--- config.mk ---
export PLATFORM = sky130hd
export DESIGN_NAME = addr_decoder_flat
export DESIGN_NICKNAME = d
export VERILOG_FILES = /design/src/verilog/soc_bus_pkg.sv /design/src/verilog/bus_req_if.sv /design/src/verilog/addr_decoder.sv /design/src/flat_wrapper.sv
export SDC_FILE = /design/constraint.sdc
export NUM_CORES = 1
export LEC_CHECK = 0
export BUFFER_PORTS_ARGS = -buffer_cell sky130_fd_sc_hd__buf_4
export CAP_MARGIN = 20
export CORE_AREA = 2 2 84 86
export DETAILED_ROUTE_END_ITERATION = 12
export DIE_AREA = 0 0 86 88
export GPL_ROUTABILITY_DRIVEN = 0
export SYNTH_ARGS = -nofsm -noshare
export SYNTH_HDL_FRONTEND = slang
export SYNTH_SLANG_ARGS = --single-unit
--- constraint.sdc ---
create_clock -name vclk -period 0.9
set_clock_uncertainty 0.15 [all_clocks]
set_input_delay 0.045 -clock vclk [all_inputs]
set_output_delay 0.045 -clock vclk [all_outputs]
set_load 0.01 [all_outputs]
--- src/verilog/soc_bus_pkg.sv ---
`default_nettype none

package soc_bus_pkg;

  // ----------------------------------------
  // widths
  // ----------------------------------------
  localparam int unsigned AddrWidth = 32;
  localparam int unsigned DataWidth = 64;
  localparam int unsigned BeWidth   = DataWidth / 8;

  typedef logic [AddrWidth-1:0] addr_t;
  typedef logic [DataWidth-1:0] data_t;
  typedef logic [BeWidth-1:0]   be_t;

  // ----------------------------------------
  // address map
  // ----------------------------------------
  localparam addr_t RomBase    = 32'h0001_0000;
  localparam addr_t RomLength  = 32'h0000_1000;
  localparam addr_t GpioBase   = 32'h4000_0000;
  localparam addr_t GpioLength = 32'h0000_1000;
  // ram length comes from the word count at the top level
  localparam addr_t DramBase   = 32'h8000_0000;

  // boot rom contents repeat over the whole rom window
  localparam int unsigned RomWords = 8;
  localparam data_t RomImage [RomWords] = '{
    64'h0000_0297_0182_8293,
    64'h0202_8593_f140_2573,
    64'h0005_8067_0000_0000,
    64'h1050_0073_ffdf_f06f,
    64'h8000_0000_0000_0000,
    64'h0001_0040_0000_0000,
    64'hdead_beef_cafe_f00d,
    64'h0123_4567_89ab_cdef
  };

  typedef enum logic [1:0] {
    TgtRom,
    TgtDram,
    TgtGpio,
    TgtNone
  } target_e;

  // same codes as the axi response field
  typedef enum logic [1:0] {
    RespOkay   = 2'b00,
    RespSlvErr = 2'b10,
    RespDecErr = 2'b11
  } resp_e;

  typedef struct packed {
    logic    we;
    addr_t   addr;
    be_t     be;
    data_t   wdata;
    target_e target;
  } bus_req_t;

endpackage

`default_nettype wire

--- src/verilog/bus_req_if.sv ---
`default_nettype none

// one decoded request travelling between two blocks
interface bus_req_if;
  import soc_bus_pkg::*;

  // transfer on a rising edge with valid and ready both high
  logic     valid;
  logic     ready;
  bus_req_t payload;

  // sending side holds valid and payload until taken
  modport src (
    output valid,
    output payload,
    input  ready
  );

  // receiving side
  modport sink (
    input  valid,
    input  payload,
    output ready
  );

endinterface

`default_nettype wire

--- src/verilog/addr_decoder.sv ---
`default_nettype none

module addr_decoder #(
  parameter int unsigned NumWords = 256
) (
  input  logic                req_valid_i,
  output logic                req_ready_o,
  input  logic                req_we_i,
  input  soc_bus_pkg::addr_t  req_addr_i,
  input  soc_bus_pkg::be_t    req_be_i,
  input  soc_bus_pkg::data_t  req_wdata_i,
  bus_req_if.src              dec_o
);
  import soc_bus_pkg::*;

  localparam addr_t DramLength = addr_t'(NumWords * BeWidth);

  logic    in_rom;
  logic    in_gpio;
  logic    in_dram;
  target_e target;

  // ----------------------------------------
  // window match
  // ----------------------------------------
  assign in_rom  = (req_addr_i >= RomBase) && (req_addr_i < RomBase + RomLength);
  assign in_gpio = (req_addr_i >= GpioBase) && (req_addr_i < GpioBase + GpioLength);
  // offset compare avoids overflow at the top of the ram window
  assign in_dram = (req_addr_i >= DramBase) && ((req_addr_i - DramBase) < DramLength);

  always_comb begin
    if (in_rom) begin
      target = TgtRom;
    end else if (in_gpio) begin
      target = TgtGpio;
    end else if (in_dram) begin
      target = TgtDram;
    end else begin
      // unclaimed addresses go to the error target
      target = TgtNone;
    end
  end

  // ----------------------------------------
  // handshake pass-through
  // ----------------------------------------
  assign dec_o.valid          = req_valid_i;
  assign dec_o.payload.we     = req_we_i;
  assign dec_o.payload.addr   = req_addr_i;
  assign dec_o.payload.be     = req_be_i;
  assign dec_o.payload.wdata  = req_wdata_i;
  assign dec_o.payload.target = target;

  assign req_ready_o = dec_o.ready;

endmodule

`default_nettype wire

--- src/flat_wrapper.sv ---
// flat-port wrapper written by rule: the top's interface ports become plain ports
module addr_decoder_flat import soc_bus_pkg::*;
#(
  parameter int unsigned NumWords = 256
)
  (req_valid_i, req_ready_o, req_we_i, req_addr_i, req_be_i, req_wdata_i, dec_o_valid, dec_o_payload, dec_o_ready);
  bus_req_if dec_o_i ();
  input  logic req_valid_i;
  output logic req_ready_o;
  input  logic req_we_i;
  input  soc_bus_pkg::addr_t req_addr_i;
  input  soc_bus_pkg::be_t req_be_i;
  input  soc_bus_pkg::data_t req_wdata_i;
  output wire logic [$bits(dec_o_i.valid)-1:0] dec_o_valid;
  output wire logic [$bits(dec_o_i.payload)-1:0] dec_o_payload;
  input wire logic [$bits(dec_o_i.ready)-1:0] dec_o_ready;
  assign dec_o_valid = dec_o_i.valid;
  assign dec_o_payload = dec_o_i.payload;
  assign dec_o_i.ready = dec_o_ready;
  addr_decoder #(.NumWords(NumWords)) u_core (.req_valid_i(req_valid_i), .req_ready_o(req_ready_o), .req_we_i(req_we_i), .req_addr_i(req_addr_i), .req_be_i(req_be_i), .req_wdata_i(req_wdata_i), .dec_o(dec_o_i));
endmodule
==> key figures <==
Global route
  • Initial antenna violation count: 0
  • GR Util met2: 13.0%
  • Met1 usage: 3.90%
  • Gr ovfl total: 0
  • GRT met3 Usage: 0.754%
  • Total GRT Usage: 5.14%
  • Largest net degree at the start of global routing: 5
  • First-pass GRT wire length: 3130 um
  • Vias in the first global route: 704
  • Grt peak-use layer: met2

Synth
  • Mux share of post-synthesis cell area: 1.26%
  • Synth area leader: buf_4
  • Complex-gate fraction of the synthesized area: 0%
  • Mapped Area: 891 um^2
  • Synth top area share: 90.2%
  • Syn_area_per_cell: 7.42 um^2
  • Synthesis warning total: 0
  • Top post-synthesis cells by count: 107 x buf_4, 3 x nor2_1, 3 x or4_1
  • Syn Inst Count: 120
  • Sequential share of the synthesized area: 0%
  • Post-Synth Adder-Cell Area: 0%
  • Count leader, synth: buf_4
  • Largest family of logic cells by synthesized area: buffers and inverters
  • Simple-gate share of the synthesized area: 7.58%
  • Yosys cell types: 9
  • Syn_nets: 227
  • Post-Synth XOR/XNOR Area: 0.983%
  • Synth area leaders: buf_4 90%, or4_1 2.5%, nand4_1 1.4%, mux2_2 1.3%, nor2_1 1.3%

Power
  • Psw: 0.267 mW
  • Leakage Power: 0.621 nW
  • Clk network pwr share: 0%
  • VDD IR max: 0.146 mV
  • Int Power: 0.404 mW
  • Combinational share of power: 100.0%
  • Sw frac: 39.8%
  • Sequential fraction of design power: 0%
  • Power Dens Cells: 461 nW/um^2

Critical path
  • Crit path cell chain: buf_6, or4_4, nor3_4, nand4_1, buf_4
  • Worst setup EP type: output port
  • Crit path max-delay cell type: or4_4
  • Cell family with most CP delay: simple AND/OR/NAND/NOR gates
  • CP required: 0.70 ns
  • Crit Path Max Fanout: 2
  • Worst path bufs/invs: 2
  • CP max stage delay: 0.55 ns
  • Worst Path Arrival: 1.09 ns
  • Startpoint types: primary input
  • Crit path depth: 5
  • Worst setup path end: dec_o_payload[0]
  • CP startpoint: req_addr_i[27]
  • Setup CP Type: in -> out

Timing
  • Final TNS setup: -0.751 ns
  • Crit share post-route: 143%
  • Setup violators final: 2
  • Fin. Hold Viols: 0
  • Worst slew margin: 85.2%
  • WHS: 0.111 ns
  • Worst Max-Slew Pin Slew: 0.220 ns
  • Setup WS post-layout: -0.385 ns
  • Max Slew Vio Count: 0
  • FMAX: 778 MHz
  • Fin crit period: 1.29 ns
  • RSZ-0062 raised after global routing: yes

Detailed routing
  • TritonRoute pass-1 iters: 2
  • Vias per cell: 3.42
  • Average wire per standard cell: 12.3 um
  • Iter 0 DRT Violations: 5
  • DR DRC count: 0
  • Total Wirelength: 2800 um
  • Antenna Nets Post-Route: 0
  • Via count: 776

Outcome
  • Status: complete, but fails checks
  • Failing checks: setup timing

Finish
  • Area Overhead vs Synth: 63.5%
  • Sequential cell count: 0
  • # clk buffers: 0
  • Share of cells above drive strength 1: 36.7%
  • Final Non-Filler Cells: 227
  • Register area: 0 um^2
  • Fin nets: 256
  • ANT cells: 0

Placed design
  • PortBufs: 44
  • Dpl cells: 141

Job
  • Max-capacitance violation count: 0

Die
  • Die Y: 88 um
  • Io pins: 216
  • Die Area: 7570 um^2
  • Row count: 30
  • Initial Util: 13.4%
  • Die Span X: 86 um
  • Core area: 6640 um^2

Min path
  • Hold Crit Class: in -> out

CTS
  • Post-CTS Setup Bufs: 0
[area by class of cell]
type               count  area [um^2]
repair buffers       134         1240
multi-input cells     13          113
well taps             80          100
fillers              722         5190
[cell usage in the layout (no fill, tap or decap)]
cell,count
buf_6,6
or4_4,3
nand4_1,2
nor2_4,1
dlygate4sd3_1,86
nor3_4,1
buf_4,42
nor3_1,1
xnor2_1,1
mux2_2,1
nor2_1,2
nor4_1,1
[power groups by stage]
stage	clock network [mW]	logic (mW)	registers, mW
2_1_floorplan	0	0.506	0
5_1_grt	0	0.708	0
6_report	0	0.672	0
4_1_cts	0	0.671	0
3_3_place_gp	0	0.221	0
3_5_place_dp	0	0.224	0
[per-layer routing]
layer | part of all wire [%] | vias to the layer above
met2 | 61 | 123
li1 | - | 326
met3 | 16 | 0
met1 | 23 | 327
met5 | 0 | -
met4 | 0 | 0
[cells by family (layout without fill, tap and decap cells)]
| group | Yosys count | count (layout) |
|---|---|---|
| buffers and inverters | 107 | 134 |
| XOR/XNOR | 1 | 1 |
| AND/OR/NAND/NOR | 11 | 11 |
| multiplexers | 1 | 1 |
[timing repair]
action | in CTS | in global routing
pin swaps | 3 | 3
hold endpoints to repair | 86 | 0
setup endpoints to repair | 2 | 2
gates resized for setup | 9 | 2
cloned | 0 | 0
hold buffers | 86 | 0
[stage by stage]
| stage | utilization [%] | setup WS, ns | instance area (um^2) | power [mW] |
|---|---|---|---|---|
| 2_1_floorplan | - | -0.146 | 895 | 0.506 |
| 3_3_place_gp | 8.31 | -0.466 | 552 | 0.221 |
| 3_5_place_dp | 8.31 | -0.489 | 552 | 0.224 |
| 4_1_cts | 21.8 | -0.389 | 1450 | 0.671 |
| 5_1_grt | 21.9 | -0.422 | 1460 | 0.708 |
| 6_report | 21.9 | -0.385 | 1460 | 0.672 |
[worst min path at each step]
stage                     from                  to  cells past startpoint
6_report        req_addr_i[26]  dec_o_payload[100]                      2
5_1_grt         req_addr_i[23]   dec_o_payload[97]                      2
4_1_cts         req_addr_i[26]  dec_o_payload[100]                      2
3_5_place_dp   req_wdata_i[10]   dec_o_payload[12]                      0
3_3_place_gp   req_wdata_i[10]   dec_o_payload[12]                      0
2_1_floorplan   req_addr_i[26]  dec_o_payload[100]                      1
Note: power is estimated with default switching activity, not from simulation.
