**src/verilog/soc_bus_pkg.sv**
```systemverilog
`default_nettype none

package soc_bus_pkg;

  // ----------------------------------------
  // widths
  // ----------------------------------------
  localparam int unsigned AddrWidth = 32;
  localparam int unsigned DataWidth = 64;
  localparam int unsigned BeWidth   = DataWidth / 8;

  typedef logic [AddrWidth-1:0] addr_t;
  typedef logic [DataWidth-1:0] data_t;
  typedef logic [BeWidth-1:0]   be_t;

  // ----------------------------------------
  // address map
  // ----------------------------------------
  localparam addr_t RomBase    = 32'h0001_0000;
  localparam addr_t RomLength  = 32'h0000_1000;
  localparam addr_t GpioBase   = 32'h4000_0000;
  localparam addr_t GpioLength = 32'h0000_1000;
  // ram length comes from the word count at the top level
  localparam addr_t DramBase   = 32'h8000_0000;

  // boot rom contents repeat over the whole rom window
  localparam int unsigned RomWords = 8;
  localparam data_t RomImage [RomWords] = '{
    64'h0000_0297_0182_8293,
    64'h0202_8593_f140_2573,
    64'h0005_8067_0000_0000,
    64'h1050_0073_ffdf_f06f,
    64'h8000_0000_0000_0000,
    64'h0001_0040_0000_0000,
    64'hdead_beef_cafe_f00d,
    64'h0123_4567_89ab_cdef
  };

  typedef enum logic [1:0] {
    TgtRom,
    TgtDram,
    TgtGpio,
    TgtNone
  } target_e;

  // same codes as the axi response field
  typedef enum logic [1:0] {
    RespOkay   = 2'b00,
    RespSlvErr = 2'b10,
    RespDecErr = 2'b11
  } resp_e;

  typedef struct packed {
    logic    we;
    addr_t   addr;
    be_t     be;
    data_t   wdata;
    target_e target;
  } bus_req_t;

endpackage

`default_nettype wire

```
**src/verilog/bus_req_if.sv**
```systemverilog
`default_nettype none

// one decoded request travelling between two blocks
interface bus_req_if;
  import soc_bus_pkg::*;

  // transfer on a rising edge with valid and ready both high
  logic     valid;
  logic     ready;
  bus_req_t payload;

  // sending side holds valid and payload until taken
  modport src (
    output valid,
    output payload,
    input  ready
  );

  // receiving side
  modport sink (
    input  valid,
    input  payload,
    output ready
  );

endinterface

`default_nettype wire

```
**src/verilog/req_fifo.sv**
```systemverilog
`default_nettype none

module req_fifo #(
  parameter int unsigned Depth     = 4,
  parameter type         payload_t = soc_bus_pkg::bus_req_t
) (
  input  logic    clk_i,
  input  logic    rst_ni,
  bus_req_if.sink in_i,
  bus_req_if.src  out_o
);

  localparam int unsigned PtrWidth = (Depth > 1) ? $clog2(Depth) : 1;
  localparam int unsigned CntWidth = $clog2(Depth + 1);

  payload_t            mem_q [Depth];
  logic [PtrWidth-1:0] wr_ptr_q;
  logic [PtrWidth-1:0] rd_ptr_q;
  logic [CntWidth-1:0] count_q;
  logic                full;
  logic                push;
  logic                pop;

  // wrap for depths that are not a power of two
  function automatic logic [PtrWidth-1:0] next_ptr(input logic [PtrWidth-1:0] ptr);
    if (ptr == PtrWidth'(Depth - 1)) begin
      return '0;
    end
    return ptr + 1'b1;
  endfunction

  assign full = (count_q == CntWidth'(Depth));
  // when full, a pop in the same cycle frees a slot
  assign in_i.ready    = !full || out_o.ready;
  assign out_o.valid   = (count_q != '0);
  assign out_o.payload = mem_q[rd_ptr_q];

  assign push = in_i.valid && in_i.ready;
  assign pop  = out_o.valid && out_o.ready;

  always_ff @(posedge clk_i or negedge rst_ni) begin
    if (!rst_ni) begin
      wr_ptr_q <= '0;
      rd_ptr_q <= '0;
      count_q  <= '0;
    end else begin
      if (push) begin
        wr_ptr_q <= next_ptr(wr_ptr_q);
      end
      if (pop) begin
        rd_ptr_q <= next_ptr(rd_ptr_q);
      end
      if (push && !pop) begin
        count_q <= count_q + CntWidth'(1);
      end else if (pop && !push) begin
        count_q <= count_q - CntWidth'(1);
      end
    end
  end

  // storage
  always_ff @(posedge clk_i) begin
    if (push) begin
      mem_q[wr_ptr_q] <= in_i.payload;
    end
  end

endmodule

`default_nettype wire

```
**src/flat_wrapper.sv**
```systemverilog
// flat-port wrapper written by rule: the top's interface ports become plain ports
module req_fifo_flat 
#(
  parameter int unsigned Depth     = 4,
  parameter type         payload_t = soc_bus_pkg::bus_req_t
)
  (clk_i, rst_ni, in_i_valid, in_i_payload, in_i_ready, out_o_valid, out_o_payload, out_o_ready);
  bus_req_if in_i_i ();
  bus_req_if out_o_i ();
  input  logic clk_i;
  input  logic rst_ni;
  input wire logic [$bits(in_i_i.valid)-1:0] in_i_valid;
  input wire logic [$bits(in_i_i.payload)-1:0] in_i_payload;
  output wire logic [$bits(in_i_i.ready)-1:0] in_i_ready;
  output wire logic [$bits(out_o_i.valid)-1:0] out_o_valid;
  output wire logic [$bits(out_o_i.payload)-1:0] out_o_payload;
  input wire logic [$bits(out_o_i.ready)-1:0] out_o_ready;
  assign in_i_i.valid = in_i_valid;
  assign in_i_i.payload = in_i_payload;
  assign in_i_ready = in_i_i.ready;
  assign out_o_valid = out_o_i.valid;
  assign out_o_payload = out_o_i.payload;
  assign out_o_i.ready = out_o_ready;
  req_fifo #(.Depth(Depth), .payload_t(payload_t)) u_core (.clk_i(clk_i), .rst_ni(rst_ni), .in_i(in_i_i), .out_o(out_o_i));
endmodule
```
**config.mk**
```make
export PLATFORM = sky130hd
export DESIGN_NAME = req_fifo_flat
export DESIGN_NICKNAME = d
export VERILOG_FILES = /design/src/verilog/soc_bus_pkg.sv /design/src/verilog/bus_req_if.sv /design/src/verilog/req_fifo.sv /design/src/flat_wrapper.sv
export SDC_FILE = /design/constraint.sdc
export NUM_CORES = 1
export LEC_CHECK = 0
export BUFFER_PORTS_ARGS = -buffer_cell sky130_fd_sc_hd__buf_2
export CORE_AREA = 2 2 151 182
export DETAILED_ROUTE_END_ITERATION = 8
export DIE_AREA = 0 0 153 184
export PLACE_DENSITY = 0.88
export SYNTH_ARGS = -nofsm -noshare
export SYNTH_HDL_FRONTEND = slang
export SYNTH_SLANG_ARGS = --single-unit
```
**constraint.sdc**
```tcl
create_clock -name clk_i -period 7.7 [get_ports clk_i]
set_clock_uncertainty 0.05 [all_clocks]
set_input_delay 0.77 -clock clk_i [delete_from_list [all_inputs] [get_ports clk_i]]
set_output_delay 0.77 -clock clk_i [all_outputs]
set_load 0.1 [all_outputs]
```
==> run_results.csv <==
group,metric,value,unit
synthesis,post-synth-top-count-cell,"edfxtp_1",
floorplan,initial_core_util,60.3,%
layout,area_delta_synth_final,17.3,%
worst_setup_path,cp_max_fo,59,
synthesis,synth_top_area_share,81.1,%
clock_tree,clk_path_buf_depth,3,
layout,design_area,18600,µm²
floorplan,core-area,26300,µm²
synthesis,syn_area,15800,µm²
synthesis,ys_warn_count,0,
worst_setup_path,crit_type,"reg -> out",
route,vias,7119,
route,drt_wl_total,28.9,mm
route,wire_per_inst,24.0,µm
run,cap_violations,0,
clock_tree,cts_tree,"yes",
clock_tree,path_clk_slew,60,ps
worst_setup_path,arrival,3160,ps
worst_setup_path,crit_required,6880,ps
floorplan,fp-row-count,65,
worst_setup_path,end_kind,"output port",
status,status,"completed",
timing,slew_violations,0,
clock_tree,cts-root-buf,"clkbuf_16",
clock_tree,hold_buffers,0,
placed_design,preCtsSetupSlack,4250,ps
synthesis,ys_ff_latch,435,
synthesis,synthDistinctLibCells,22,
synthesis,netlist_instances,598,
clock_tree,cts.repair.resized,0,
floorplan,die-height,184,µm
floorplan,dieArea,28200,µm²
placed_design,dp_hpwl,17.0,mm
route,firstDrtPassIters,4,
synthesis,syn_avg_cell_area,26.5,µm²
timing,finalSetupViolCount,0,
synthesis,synth_area_leaders,"edfxtp_1 (81%), mux4_2 (15%), dfrtp_1 (1.1%)",
grt,track_usage,20.8,%
grt,grt_pass1_vias,7421,
timing,final_hold_viol_count,0,
floorplan,io_pins,220,
worst_setup_path,startpoint_type,"register",
timing,tightest_slew,1000,ps
timing,layout_min_cycle_time,3980,ps
timing,slew_headroom,33.3,%
timing,finalWorstSetupSlack,3720,ps
placed_design,port_buffers,219,
grt,overflow,0,
synthesis,ys_top_cells_by_count,"edfxtp_1 (428), mux4_2 (107), buf_4 (9)",
clock_tree,htree_levels,2,
timing,finalCritPeriodShare,51.7,%
floorplan,die_x,153,µm
hold_path,hold_path_class,"in -> async",
synthesis,synth_edf_count,428,
synthesis,synth_area_leader_cell,"edfxtp_1",
synthesis,synth_nets,716,
route,drc,0,
synthesis,synth_ff_type,"edfxtp_1",
synthesis,ys_seq_area_share,82.2,%
clock_tree,clock-sinks,435,
layout,nets,959,
grt,grt_pass1_wl,43.9,mm
grt,antenna_found_initial,3,
route,antenna_left,0,
clock_tree,clock_latency,510,ps
layout,drive_gt1_share,46.4,%
timing,rsz0062_at_grt,"no",
clock_tree,post-cts-setup-buffers,0,
timing,finalSetupTns,0,ps
synthesis,synthArstFlopShare,1.61,%
placed_design,gp_congestion,0.728,
clock_tree,cts_made_buffers,40,
route,via_per_inst,5.90,
grt,grt_max_degree,66,
route,first_iter_violations,485,
placed_design,place_area,17300,µm²
timing,fmax,251,MHz
==> path summary, 6_finish.rpt <==
check / startpoint / endpoint / slack [ps] / cells after the start
worst min-delay path: rst_ni / u_core.rd_ptr_q[0] / 40 / 1
max in group asynchronous: rst_ni / u_core.rd_ptr_q[1] / 7360 / 1
min in group clk_i: in_i_payload[104] / u_core.mem_q[2][104] / 410 / 1
worst max-delay path: u_core.rd_ptr_q[1] / out_o_payload[82] / 3720 / 3
worst min register to register: u_core.count_q[2] / u_core.count_q[2] / 440 / 1
worst max register to register: u_core.count_q[0] / u_core.mem_q[1][61] / 4900 / 3
==> layer usage <==
| metal | vias to the layer above | track usage (%) | routed length (µm) | part of all wire, % |
|---|---|---|---|---|
| li1 | 3075 | - | - | - |
| met1 | 3693 | 27.3 | 10900 | 38 |
| met2 | 293 | 35.7 | 15300 | 53 |
| met3 | 54 | 4.67 | 2100 | 7.3 |
| met4 | 4 | 5.67 | 637 | 2.2 |
| met5 | - | 0 | 22 | 0.076 |
==> cell families (layout without fill, tap and decap cells) <==
| logic type | after synthesis | after routing | synth area share, % |
|---|---|---|---|
| AO/OA/AOI/OAI | 2 | 2 | 0.111 |
| other | 0 | 1 | 0 |
| multiplexers | 110 | 110 | 15.4 |
| buffers and inverters | 28 | 301 | 1.02 |
| AND/OR/NAND/NOR | 13 | 13 | 0.474 |
| adder cells (fa/ha/maj) | 7 | 7 | 0.600 |
| flip-flops | 435 | 435 | 82.2 |
| XOR/XNOR | 3 | 3 | 0.166 |
==> cell usage in the layout, fill, tap and decap left out <==
master,n
edfxtp_1,428
buf_2,219
mux4_2,107
clkbuf_16,41
clkinv_2,10
clkbuf_1,8
buf_4,7
ha_1,6
clkinv_1,5
dfrtp_1,5
and3_4,4
bufinv_16,4
inv_1,3
nor2_1,3
mux2_2,3
nand3_1,2
o21ai_2,2
xor2_1,2
inv_6,2
clkbuf_8,2
dfrtp_4,2
diode_2,1
or4b_1,1
and2_4,1
or3_1,1
nand2_1,1
xnor2_1,1
fa_1,1
==> sequential cells by signal (all words and copies together), names as in the netlist <==
name / count
u_core.rd_ptr_q: 2
u_core.count_q: 3
u_core.wr_ptr_q: 2
u_core.mem_q: 428
==> layout make-up <==
class                      instances  area (µm²)
antenna                            1        2.50
clock buffer                      51        1080
clock inverter                    21         206
fill                            1493        7680
inverter                           3        11.3
multi-input combinational        135        2680
sequential                       435       13000
tap                              335         419
timing repair buffer             226        1150
==> critical path: stages (launching register included) <==
cell and delay [ps]:
dfrtp_4 930, buf_4 760, mux4_2 410, buf_2 440
==> per-stage QoR <==
step | hold slack, ps | instances | utilization, %
after floorplan | 399 | 598 | -
after global placement | 414 | 1134 | 65.8
after detailed placement | 434 | 1134 | 65.8
after CTS | 23.8 | 1206 | 70.7
after global routing | 29.3 | 1206 | 70.7
final | 39.1 | 1207 | 70.7
Power is left out: the tool's default activity adds up to more than one toggle a clock period on the data nets, which glitch-free logic cannot reach.
